**src/logic/tile_pkg.sv**
```systemverilog
package tile_pkg;

	// **************************************************
	// Configuration address, block field (upper 16 bits)
	// **************************************************
	localparam logic [15:0] cfg_block_sb  = 16'd7;
	localparam logic [15:0] cfg_block_cb0 = 16'd6;
	localparam logic [15:0] cfg_block_cb1 = 16'd5;
	localparam logic [15:0] cfg_block_clb = 16'd4;

	localparam int n_tracks = 4;    // Tracks per side

	// Logic block operations
	localparam logic [1:0] op_and  = 2'd0;
	localparam logic [1:0] op_or   = 2'd1;
	localparam logic [1:0] op_xor  = 2'd2;
	localparam logic [1:0] op_nand = 2'd3;

	// One config word, decoded per target block
	typedef union packed {
		struct packed {
			logic [15:0]       rsvd;
			logic [7:0][1:0]   sel;    // [0] is side 0 track 0, [4] is side 1 track 0
		} sb;
		struct packed {
			logic [28:0] rsvd;
			logic [2:0]  sel;
		} cb;
		struct packed {
			logic [29:0] rsvd;
			logic [1:0]  op;
		} clb;
	} cfg_word_u;

endpackage

```
**src/logic/tile_cfg_if.sv**
```systemverilog
`timescale 1ns/1ps

interface tile_cfg_if;
	import tile_pkg::*;

	logic      en_sb;
	logic      en_cb0;
	logic      en_cb1;
	logic      en_clb;
	cfg_word_u data;

	// Address decoder side
	modport source (output en_sb, en_cb0, en_cb1, en_clb, data);

	// Configurable blocks
	modport sink (input en_sb, en_cb0, en_cb1, en_clb, data);

endinterface

```
**src/logic/cfg_decode.sv**
```systemverilog
`timescale 1ns/1ps

module cfg_decode (
	input  logic        clk,
	input  logic        rst_n,
	input  logic [31:0] config_addr,
	input  logic [15:0] tile_id,
	input  logic [31:0] config_data,
	tile_cfg_if.source  cfg
);
	import tile_pkg::*;

	logic        tile_hit;
	logic [15:0] block;

	assign tile_hit = (config_addr[15:0] == tile_id);
	assign block    = config_addr[31:16];

	// Level decode, no strobe
	assign cfg.en_sb  = tile_hit && (block == cfg_block_sb);
	assign cfg.en_cb0 = tile_hit && (block == cfg_block_cb0);
	assign cfg.en_cb1 = tile_hit && (block == cfg_block_cb1);
	assign cfg.en_clb = tile_hit && (block == cfg_block_clb);

	assign cfg.data = cfg_word_u'(config_data);

	// Never more than one block loading on the same edge
	a_one_block: assert property (
		@(posedge clk) disable iff (!rst_n)
		$onehot0({cfg.en_sb, cfg.en_cb0, cfg.en_cb1, cfg.en_clb})
	);

endmodule

```
**src/logic/connect_box.sv**
```systemverilog
`timescale 1ns/1ps

module connect_box (
	input  logic                          clk,
	input  logic                          rst_n,
	input  logic                          en,
	tile_cfg_if.sink                      cfg,
	input  logic [tile_pkg::n_tracks-1:0] side_in,
	input  logic [tile_pkg::n_tracks-1:0] side_out,
	output logic                          operand
);

	// **************************************************
	// Track select register
	// **************************************************
	logic [2:0] sel_q;    // 0..3 side_in, 4..7 side_out

	always_ff @(posedge clk or negedge rst_n) begin
		if (!rst_n) begin
			sel_q <= 3'd0;
		end else if (en) begin
			sel_q <= cfg.data.cb.sel;
		end
	end

	// **************************************************
	// Operand mux
	// **************************************************
	always_comb begin
		if (sel_q[2]) begin
			operand = side_out[sel_q[1:0]];
		end else begin
			operand = side_in[sel_q[1:0]];
		end
	end

	// Select stays defined once out of reset, also across config writes
	a_sel_known: assert property (
		@(posedge clk) disable iff (!rst_n)
		!$isunknown(sel_q)
	);

endmodule

```
**src/logic/switch_box.sv**
```systemverilog
`timescale 1ns/1ps

module switch_box (
	input  logic                          clk,
	input  logic                          rst_n,
	tile_cfg_if.sink                      cfg,
	input  logic [tile_pkg::n_tracks-1:0] in_wire_0,
	input  logic [tile_pkg::n_tracks-1:0] in_wire_1,
	input  logic [tile_pkg::n_tracks-1:0] in_wire_2,
	input  logic [tile_pkg::n_tracks-1:0] in_wire_3,
	input  logic                          pe_out,
	output logic [tile_pkg::n_tracks-1:0] out_wire_0,
	output logic [tile_pkg::n_tracks-1:0] out_wire_1
);
	import tile_pkg::*;

	// **************************************************
	// Source selects, one per driven track
	// **************************************************
	logic [2*n_tracks-1:0][1:0] sel_q;

	always_ff @(posedge clk or negedge rst_n) begin
		if (!rst_n) begin
			sel_q <= '0;
		end else if (cfg.en_sb) begin
			sel_q <= cfg.data.sb.sel;
		end
	end

	// Three other sides in ascending order, then the PE result
	function automatic logic pick(
		input logic [1:0] sel,
		input logic       src_a,
		input logic       src_b,
		input logic       src_c,
		input logic       pe
	);
		logic res;
		case (sel)
			2'd0:    res = src_a;
			2'd1:    res = src_b;
			2'd2:    res = src_c;
			default: res = pe;
		endcase
		return res;
	endfunction

	// **************************************************
	// Output muxes, combinational from the inputs
	// **************************************************
	for (genvar t = 0; t < n_tracks; t++) begin : g_track
		// Side 0 takes sides 1, 2, 3
		assign out_wire_0[t] = pick(sel_q[t], in_wire_1[t], in_wire_2[t],
				in_wire_3[t], pe_out);
		// Side 1 takes sides 0, 2, 3
		assign out_wire_1[t] = pick(sel_q[n_tracks+t], in_wire_0[t], in_wire_2[t],
				in_wire_3[t], pe_out);
	end

	// Known sources never produce an X on a routed track
	a_out_known: assert property (
		@(posedge clk) disable iff (!rst_n)
		!$isunknown({in_wire_0, in_wire_1, in_wire_2, in_wire_3, pe_out})
			|-> !$isunknown({out_wire_0, out_wire_1})
	);

endmodule

```
**src/logic/logic_block.sv**
```systemverilog
`timescale 1ns/1ps

module logic_block (
	input  logic     clk,
	input  logic     rst_n,
	tile_cfg_if.sink cfg,
	input  logic     in0,
	input  logic     in1,
	output logic     pe_out
);
	import tile_pkg::*;

	logic [1:0] op_q;
	logic       result;

	always_ff @(posedge clk or negedge rst_n) begin
		if (!rst_n) begin
			op_q <= op_and;
		end else if (cfg.en_clb) begin
			op_q <= cfg.data.clb.op;
		end
	end

	always_comb begin
		case (op_q)
			op_and:  result = in0 & in1;
			op_or:   result = in0 | in1;
			op_xor:  result = in0 ^ in1;
			op_nand: result = ~(in0 & in1);
			default: result = 1'b0;
		endcase
	end

	// Registered result, cuts the path back into the switch box
	always_ff @(posedge clk or negedge rst_n) begin
		if (!rst_n) begin
			pe_out <= 1'b0;
		end else begin
			pe_out <= result;
		end
	end

endmodule

```
**src/logic/pe_tile.sv**
```systemverilog
`timescale 1ns/1ps

module pe_tile (
	input  logic                          clk,
	input  logic                          rst_n,
	input  logic [31:0]                   config_addr,
	input  logic [31:0]                   config_data,
	input  logic [15:0]                   tile_id,
	input  logic [tile_pkg::n_tracks-1:0] in_wire_0,
	input  logic [tile_pkg::n_tracks-1:0] in_wire_1,
	input  logic [tile_pkg::n_tracks-1:0] in_wire_2,
	input  logic [tile_pkg::n_tracks-1:0] in_wire_3,
	output logic [tile_pkg::n_tracks-1:0] out_wire_0,
	output logic [tile_pkg::n_tracks-1:0] out_wire_1
);

	logic op0;
	logic op1;
	logic pe_out;

	tile_cfg_if cfg_if ();

	// **************************************************
	// Config decode
	// **************************************************
	cfg_decode i_decode (
		.clk         (clk),
		.rst_n       (rst_n),
		.config_addr (config_addr),
		.tile_id     (tile_id),
		.config_data (config_data),
		.cfg         (cfg_if.source)
	);

	// **************************************************
	// Routing and compute
	// **************************************************
	switch_box i_sb (
		.clk        (clk),
		.rst_n      (rst_n),
		.cfg        (cfg_if.sink),
		.in_wire_0  (in_wire_0),
		.in_wire_1  (in_wire_1),
		.in_wire_2  (in_wire_2),
		.in_wire_3  (in_wire_3),
		.pe_out     (pe_out),
		.out_wire_0 (out_wire_0),
		.out_wire_1 (out_wire_1)
	);

	connect_box cb0 (
		.clk (clk), .rst_n (rst_n), .en (cfg_if.en_cb0), .cfg (cfg_if.sink),
		.side_in (in_wire_0), .side_out (out_wire_0), .operand (op0)
	);

	connect_box cb1 (
		.clk (clk), .rst_n (rst_n), .en (cfg_if.en_cb1), .cfg (cfg_if.sink),
		.side_in (in_wire_1), .side_out (out_wire_1), .operand (op1)
	);

	logic_block i_clb (
		.clk    (clk),
		.rst_n  (rst_n),
		.cfg    (cfg_if.sink),
		.in0    (op0),
		.in1    (op1),
		.pe_out (pe_out)    // Fed back into the switch box
	);

endmodule

```
**config.mk**
```make
export PLATFORM = sky130hd
export DESIGN_NAME = pe_tile
export DESIGN_NICKNAME = d
export VERILOG_FILES = /design/src/logic/tile_pkg.sv /design/src/logic/tile_cfg_if.sv /design/src/logic/cfg_decode.sv /design/src/logic/connect_box.sv /design/src/logic/switch_box.sv /design/src/logic/logic_block.sv /design/src/logic/pe_tile.sv
export SDC_FILE = /design/constraint.sdc
export NUM_CORES = 1
export LEC_CHECK = 0
export ABC_CLOCK_PERIOD_IN_PS = 2900
export BUFFER_PORTS_ARGS = -buffer_cell sky130_fd_sc_hd__buf_2
export CAP_MARGIN = 20
export CORE_MARGIN = 2
export CORE_UTILIZATION = 42
export DETAILED_ROUTE_END_ITERATION = 7
export PLACE_DENSITY_LB_ADDON = 0.15
export SYNTH_ARGS = -nofsm -noshare
export SYNTH_HDL_FRONTEND = slang
export SYNTH_SLANG_ARGS = --single-unit
```
**constraint.sdc**
```tcl
create_clock -name clk -period 2.9 [get_ports clk]
set_input_delay 0.29 -clock clk [delete_from_list [all_inputs] [get_ports clk]]
set_output_delay 0.29 -clock clk [all_outputs]
set_load 0.01 [all_outputs]
```
Word-level counts from Yosys, hierarchy flattened:

Index checks and enable logic that the tools add are counted.

* order comparisons: 2
* eq/ne operators: 24
* muxes and demuxes: 19
* bitwise gates (word level): 4
* reductions and logical operators: 13

Operators by type and width (number)
* $eq 16x3->1 const B: 4
* $pmux 1 s3: 8
* $eq 2x2->1 const B: 10
* $eq 2x1->1 const B: 9
* $logic_not 2->1: 9
* $eq 16x16->1: 1
* $bmux 1 s2: 4
* $lt 2x3->1 const B: 2
* $mux 1: 6
* $logic_and 1x1->1: 4
* $pmux 1 s4: 1
* $and 1x1->1: 1
* $not 1->1: 1
* $or 1x1->1: 1
* $xor 1x1->1: 1

* register bits after elaboration: 25
* input bits: 98
* output and inout bits: 8
* logic and storage cells: 74

Longest topological paths before layout:

Gate-level depths: netlist of run 1.

* depth in word-level cells: 8
* mapped depth: 9
* depth with buffers taken out: 9

Cells and area by module:

Synthesis of run 1 repeated with hierarchy kept, for this count alone.

* cells, all modules: 141
* area, all modules: 1883.1 um2

Modules (own cells, without submodules)
* switch_box: instances 1, cells each 42, area each 859.6 um2
* cfg_decode: instances 1, cells each 66, area each 516.7 um2
* connect_box: instances 2, cells each 9, area each 172.7 um2
* logic_block: instances 1, cells each 15, area each 161.4 um2

Worst setup path before layout of run 1:

No wires, ideal clock.

* kind: reg-to-reg
* start: register i_sb.sel_q[15] (netlist bit)
* end: register i_clb.pe_out
* setup time: 0.126 ns
* arrival time: 2.032 ns
* required time: 2.774 ns
* setup slack: 0.742 ns
* stages on the path, launching flop included: 9
* buffers on the path: 0
* cells stage by stage: dfrtp_1 -> mux4_1 -> mux2_2 -> a311oi_1 -> ha_1 -> inv_1 -> mux2i_1 -> nand2_1 -> o21ai_0

* word-level cells in the longest chain between the ends: 8

RTL lines
* start, declared: line switch_box.sv:20 `logic [2*n_tracks-1:0][1:0] sel_q;`
* start signal, assigned: line switch_box.sv:26 `sel_q <= cfg.data.sb.sel;`
* $eq 2x2->1, or another cell as far along: line switch_box.sv:39 `case (sel)`
* $pmux 1 s3 *: line switch_box.sv:39
* via out_wire_1, one bit: line pe_tile.sv:14 `output logic [tile_pkg::n_tracks-1:0] out_wire_1`
* $bmux 1 s2 *: line connect_box.sv:31 `operand = side_out[sel_q[1:0]];`
* $mux 1 (not written as such) *: line connect_box.sv:31
* $mux 1 *: line connect_box.sv:30 `if (sel_q[2]) begin`
* $and 1x1->1: line logic_block.sv:26, logic_block.sv:29
* $not 1->1: line logic_block.sv:29 `op_nand: result = ~(in0 & in1);`
* $pmux 1 s4 *: line logic_block.sv:25 `case (op_q)`
* via i_clb.result: line logic_block.sv:14 `logic result;`
* end signal, assigned: line logic_block.sv:39 `pe_out <= result;`
* end, declared: line logic_block.sv:9 `output logic pe_out`

Mark *: on every way through the listed nets, which the timed path passes. The rest lies on a longest branch. The select of a mux whose other input is x is not followed.
A chain may end at the register's enable or synchronous reset.

Worst setup path in the final report of run 1:

* start: register i_clb.pe_out
* end: register i_clb.pe_out

* word-level cells in the longest chain between the ends: 7

RTL lines (line)
* $pmux 1 s3: switch_box.sv:39
* $bmux 1 s2: connect_box.sv:31
* $mux 1 (not written as such): connect_box.sv:31
* $mux 1: connect_box.sv:30
* $and 1x1->1: logic_block.sv:26, logic_block.sv:29
* $not 1->1: logic_block.sv:29
* $pmux 1 s4 *: logic_block.sv:25
* via i_clb.result: logic_block.sv:14

Marks and branches as above.

==> results of run 1 <==
==> metal layers <==
| layer | vias to the layer above | global-route usage |
|---|---|---|
| li1 | 617 | - |
| met5 | - | 0 |
| met4 | 0 | 0.0286 |
| met3 | 0 | 0.0426 |
| met1 | 657 | 0.214 |
| met2 | 30 | 0.356 |
==> where the power goes <==
group	leakage (nW)	switching, mW	internal, mW
sequential	0.348	0.00168	0.349
combinational	0.700	0.0531	0.0738
clock	0.0255	0.106	0.0960
total	1.07	0.161	0.519
==> cells by family after synthesis <==
family                   Yosys count  synth area share
multiplexers                      39             0.374
flip-flops                        25             0.390
adder cells (fa/ha/maj)            2            0.0156
buffers and inverters              4            0.0140
AND/OR/NAND/NOR                   21             0.102
XOR/XNOR                          16            0.0873
AO/OA/AOI/OAI                      4            0.0171
==> registers in the layout (all words and copies together) (netlist names) <==
register / count
i_clb.pe_out: 1
cb0.sel_q: 3
i_clb.op_q: 2
i_sb.sel_q: 16
cb1.sel_q: 3
==> metrics by stage <==
step           cells  cell area [um2]
3_5_place_dp     247             2100
2_1_floorplan    111             1610
6_report         251             2150
5_1_grt          251             2150
3_3_place_gp     247             2100
4_1_cts          251             2150
==> area by class of cell <==
class                      instances  share of cell area
inverter                           3             0.00525
tap                               48              0.0280
clock inverter                     1             0.00233
timing repair buffer              89               0.208
multi-input combinational         82               0.446
sequential                        25               0.292
clock buffer                       3              0.0192
==> Yosys cell counts (3+ instances only) <==
master | count | share of area
nand4_1 | 5 | 0.019
xnor2_1 | 16 | 0.087
mux4_1 | 4 | 0.065
dfrtp_1 | 25 | 0.39
inv_1 | 3 | 0.0070
mux2i_1 | 3 | 0.019
mux2_2 | 16 | 0.11
mux2_4 | 10 | 0.094
mux4_2 | 6 | 0.084
==> final timing paths <==
path,from,slack [ns],endpoint
hold reg to reg,i_clb.op_q[1]$_DFFE_PN0P_,0.51,i_clb.pe_out$_DFF_PN0_
min in group clk,config_data[10],0.25,i_sb.sel_q[10]$_DFFE_PN0P_
max in group asynchronous,rst_n,2.52,i_sb.sel_q[7]$_DFFE_PN0P_
hold / removal,rst_n,0.001,i_clb.op_q[0]$_DFFE_PN0P_
setup / recovery,i_clb.pe_out$_DFF_PN0_,0.55,i_clb.pe_out$_DFF_PN0_
setup reg to reg,i_clb.pe_out$_DFF_PN0_,0.55,i_clb.pe_out$_DFF_PN0_
==> worst max-delay path, stage by stage, from the launching register on <==
cell      delay (ns)
dfrtp_1         0.48
mux4_1          0.56
mux2_2          0.29
a311oi_1        0.35
ha_1            0.30
inv_1           0.06
mux2i_1         0.06
nand2_1         0.06
o21ai_0         0.08
==> cells in the final DEF, fill, tap and decap left out, drive strengths merged, types with 2 or more instances in the layout <==
| cell | instances |
|---|---|
| nor4 | 2 |
| ha | 2 |
| nor2b | 2 |
| mux2i | 3 |
| buf | 89 |
| mux2 | 26 |
| clkbuf | 3 |
| nand4b | 2 |
| a311oi | 2 |
| nand2 | 2 |
| inv | 3 |
| dfrtp | 25 |
| nand4 | 6 |
| nor3b | 2 |
| o21ai | 2 |
| mux4 | 10 |
| nor2 | 2 |
| xnor2 | 16 |
==> flow_summary.ini, run 1 <==
[routing]
postRouteAntennaNets = 0
drc_errors = 0
via_per_inst = 5.20
finalWirelength_um = 3670
highest_layer = met3
routed-wl-met2_um = 2050
dr_total_vias = 1304
dr.pass1.iters = 4
drtIter0Drc = 26
drt-met1-wl_um = 1450
wl_per_cell_um = 14.6
dr_wl_met3_um = 170

[floorplan]
core_area_um2 = 3660
die_w_um = 65.8
die-area_um2 = 4330
die_y_um = 65.8
row_count = 22
num_io_pins = 106
start_util = 0.438

[run_status]
status = completed

[worst_setup_path]
critical_path.max_fanout = 8
r2r_cells = 8
critPathKind = flop to flop
worstPathRequired_ns = 3.05
start_kind = flop
critPathCaptureType = flop
crit_arrival_ns = 2.50

[sta]
fin_crit_sh = 0.811
rsz0062_at_grt = false
relSlewSlack = 0.624
worst_clock_skew_ns = 0.00224
holdWs_ns = 0.00112
hold_viol = 0
finalSetupTns_ns = 0
drv_slew = 0
finalSetupViolations = 0
fmax_mhz = 425
fin_ws_ns = 0.549
tightest_slew_ns = 0.564
min_period_ns = 2.35

[global_route]
first_global_vias = 1392
grt_pass1_wl_um = 6180
grt_max_degree = 26
grt_overflow = 0
grt_usage = 0.187
antenna_found_initial = 0

[place]
dp_slack_ns = 0.543
place_congestion = 0.848
io_buffers = 89

[pwr]
power.density_nw_per_um2 = 317
peakVddDrop_v = 0.000292
leakage_nw = 1.07
total_power_uw = 680

[final_layout]
final_nets = 304
multi_input_area_um2 = 957
final_util = 0.586
drive_gt1_frac = 0.635
seq_area_um2 = 626
areaGrowthSynthToFinish_pct = 33.7
fillers = 324
antenna_cells = 0

[yosys]
syn-instance-count = 111
synth_flop_cell = dfrtp_1
synth.net_count = 211
async_flop_share = 1.00
yosysSeqAreaShare = 0.390
syn_area_per_cell_um2 = 14.5
synthDistinctLibCells = 24
syn_area_um2 = 1610
yosysWarnings = 0
ys_ff_latch = 25
synth_edf_count = 0

[clock_network]
hold_buffers = 0
cts_tree = built
htreeDepth = 1
clock_latency_ns = 0.27
cts_root_buf = clkbuf_8
post_cts_buffers = 0
path_clk_slew_ns = 0.08
cts_sinks = 25
cts_buffers = 3
clk_path_buf_depth = 2
cts_resized = 0

[hold_path]
hold_class = input port to async pin

[job]
maxCapViolCount = 0
No activity file was read; power rests on OpenSTA's default activity.
==> run 2: changes to the inputs <==
--- a/config.mk
+++ b/config.mk
@@ -5,11 +5,12 @@
 export SDC_FILE = /design/constraint.sdc
 export NUM_CORES = 1
 export LEC_CHECK = 0
-export ABC_CLOCK_PERIOD_IN_PS = 2900
+export ABC_AREA = 1
+export ABC_CLOCK_PERIOD_IN_PS = 2400
 export BUFFER_PORTS_ARGS = -buffer_cell sky130_fd_sc_hd__buf_2
 export CAP_MARGIN = 20
 export CORE_MARGIN = 2
-export CORE_UTILIZATION = 42
+export CORE_UTILIZATION = 46
 export DETAILED_ROUTE_END_ITERATION = 7
 export PLACE_DENSITY_LB_ADDON = 0.15
 export SYNTH_ARGS = -nofsm -noshare
==> constraint.sdc (replaced) <==
create_clock -name clk -period 2.4 [get_ports clk]
set_input_delay 0.24 -clock clk [delete_from_list [all_inputs] [get_ports clk]]
set_output_delay 0.24 -clock clk [all_outputs]
set_load 0.01 [all_outputs]
==> flow_summary.ini, run 2 <==
[yosys]
synth.area.top_cells = dfrtp_1, nand2_1, inv_1
yosysTopAreaCellShare = 0.298
ys_ff_latch = 25
yosys.area.top_type = dfrtp_1
synth_commonest_cells = nand2_1, inv_1, nor2_1
synthDistinctLibCells = 24
async_flop_share = 1.00
syn_area_um2 = 2100
synth.net_count = 451
yosysSeqAreaShare = 0.298
synth_edf_count = 0
yosysMostFrequentCell = nand2_1
synth_flop_cell = dfrtp_1
syn-instance-count = 351
syn_area_per_cell_um2 = 5.98
yosysWarnings = 0

[sta]
drv_slew = 0
rsz0062_at_grt = false
finalSetupViolations = 0
tightest_slew_ns = 0.551
fin_ws_ns = 0.677
hold_viol = 0
fin_crit_sh = 0.718
fmax_mhz = 580
relSlewSlack = 0.633
worst_clock_skew_ns = 0.00245
finalSetupTns_ns = 0
min_period_ns = 1.72

[final_layout]
antenna_cells = 0
reg.largest.list = i_sb.sel_q: 16 flops, cb0.sel_q: 3 flops, cb1.sel_q: 3 flops
multi_input_area_um2 = 1240
seq_area_um2 = 626
areaGrowthSynthToFinish_pct = 24.6
fillers = 445
drive_gt1_frac = 0.228
fin_area_um2 = 2620
largest_register = i_sb.sel_q
largest_reg_flops = 16
final_cell_mix = nand2_1, buf_2, inv_1, nor2_1, nand3_1
final_util = 0.596
final_common_cell = nand2_1
final_nets = 539

[floorplan]
die_y_um = 71.6
start_util = 0.479
num_io_pins = 106
die_w_um = 71.6
row_count = 24
die-area_um2 = 5120
core_area_um2 = 4380

[clock_network]
clock_latency_ns = 0.26
cts_root_buf = clkbuf_8
clk_path_buf_depth = 2
cts_sinks = 25
post_cts_buffers = 0
cts_tree = built
htreeDepth = 1
path_clk_slew_ns = 0.08
cts_resized = 0
cts_buffers = 3

[pwr]
total_power_uw = 848
peakVddDrop_v = 0.000179
leakage_nw = 1.54
power.density_nw_per_um2 = 324

[place]
io_buffers = 89
place_congestion = 0.904
place_area_um2 = 2560
dp_slack_ns = 0.697
hpwl_um = 4120

[hold_path]
hold_class = input port to flop

[global_route]
grt_overflow = 0
grt_max_degree = 29
grt_usage = 0.210
first_global_vias = 2113
antenna_found_initial = 0
grt_pass1_wl_um = 8830

[worst_setup_path]
path_buf_inv = 1
cp_cell_sequence = inv_1 > nor2_1 > o22ai_1 > nor2_1 > o21bai_1 > ha_1 > a21oi_1 > o21ai_0 > o21ai_0
critPathSlowestCell = dfrtp_1
start_kind = flop
critPathCaptureType = flop
worstReg2RegStart = cb0.sel_q[0]$_DFFE_PN0P_
worstReg2RegEnd = i_clb.pe_out$_DFF_PN0_
critical_path.top_delay_family = compound AO/OA/AOI/OAI gates
worstPathRequired_ns = 2.59
critical_path.max_fanout = 6
rrSetupSlack_ns = 0.68
slowest_delay_ns = 0.46
critPathKind = flop to flop
path_depth = 9
critical_path.endpoint = i_clb.pe_out$_DFF_PN0_
crit_arrival_ns = 1.91
cp-startpoint = cb0.sel_q[0]$_DFFE_PN0P_
r2r_cells = 9

[job]
maxCapViolCount = 0

[routing]
drc_errors = 0
finalWirelength_um = 4970
drtIter0Drc = 132
via_per_inst = 4.83
wl_per_cell_um = 10.2
postRouteAntennaNets = 0
dr_total_vias = 2365
dr.pass1.iters = 4

[run_status]
status = completed
[run 2: cell types whose count changed in the layout (fill, tap and decap cells not counted), moves of 16 or more]
cell	change
xnor2_1	-16
nor2_1	+44
nand2_1	+138
nand3_1	+30
nand4_1	+19
mux2_2	-16
inv_1	+45
[run 2: layer usage]
layer,vias up,global-route usage,share of wire
met3,2,0.0267,0.072
met5,-,0,0
met4,0,0.0524,0.0054
li1,1273,-,-
met2,75,0.352,0.45
met1,1015,0.288,0.47
[run 2: worst min path at each step]
| stage | cells after the start | end | startpoint | slack [ns] |
|---|---|---|---|---|
| after global placement | 1 | i_sb.sel_q[14]$_DFFE_PN0P_ | rst_n | 0.26 |
| after global routing | 3 | i_sb.sel_q[5]$_DFFE_PN0P_ | config_data[5] | 0.22 |
| final | 3 | i_sb.sel_q[4]$_DFFE_PN0P_ | config_data[4] | 0.22 |
| after CTS | 3 | i_sb.sel_q[8]$_DFFE_PN0P_ | config_data[8] | 0.22 |
| after floorplan | 0 | cb0.sel_q[0]$_DFFE_PN0P_ | rst_n | -0.06 |
| after detailed placement | 1 | i_sb.sel_q[14]$_DFFE_PN0P_ | rst_n | 0.25 |
[run 2: per-stage QoR]
stage                     hold slack, ns  cells
after global routing               0.224    490
after CTS                          0.220    490
after floorplan                  -0.0556    351
final                              0.221    490
after detailed placement           0.253    485
after global placement             0.255    485
[run 2: tightest hold or removal path: cells and delay by family]
family	cells	cell delay (ns)
and+or+nand+nor	2	0.14
buffers and inverters	1	0.08
[run 2: final cells by class]
cell class | instances | share of cell area
Multi-Input combinational cell | 269 | 0.473
Sequential cell | 25 | 0.239
Timing Repair Buffer | 90 | 0.174
Inverter | 50 | 0.0718
Tap cell | 52 | 0.0249
Clock buffer | 4 | 0.0172
[run 2: cells by family after synthesis]
kind of cell,share of synthesized area
XOR/XNOR,0.00834
AND/OR/NAND/NOR,0.539
adder cells (fa/ha/maj),0.0119
flip-flops,0.298
buffers and inverters,0.113
AO/OA/AOI/OAI,0.0298
[run 2: timing repair]
action,in CTS,in global routing
hold endpoints to repair,25,0
endpoints found under the setup margin,0,0
hold buffers,1,0
[run 2: where the power goes]
| group | internal, mW | switching, mW |
|---|---|---|
| sequential | 0.422 | 0.00211 |
| combinational | 0.0872 | 0.0932 |
| clock | 0.119 | 0.126 |
| total | 0.627 | 0.221 |
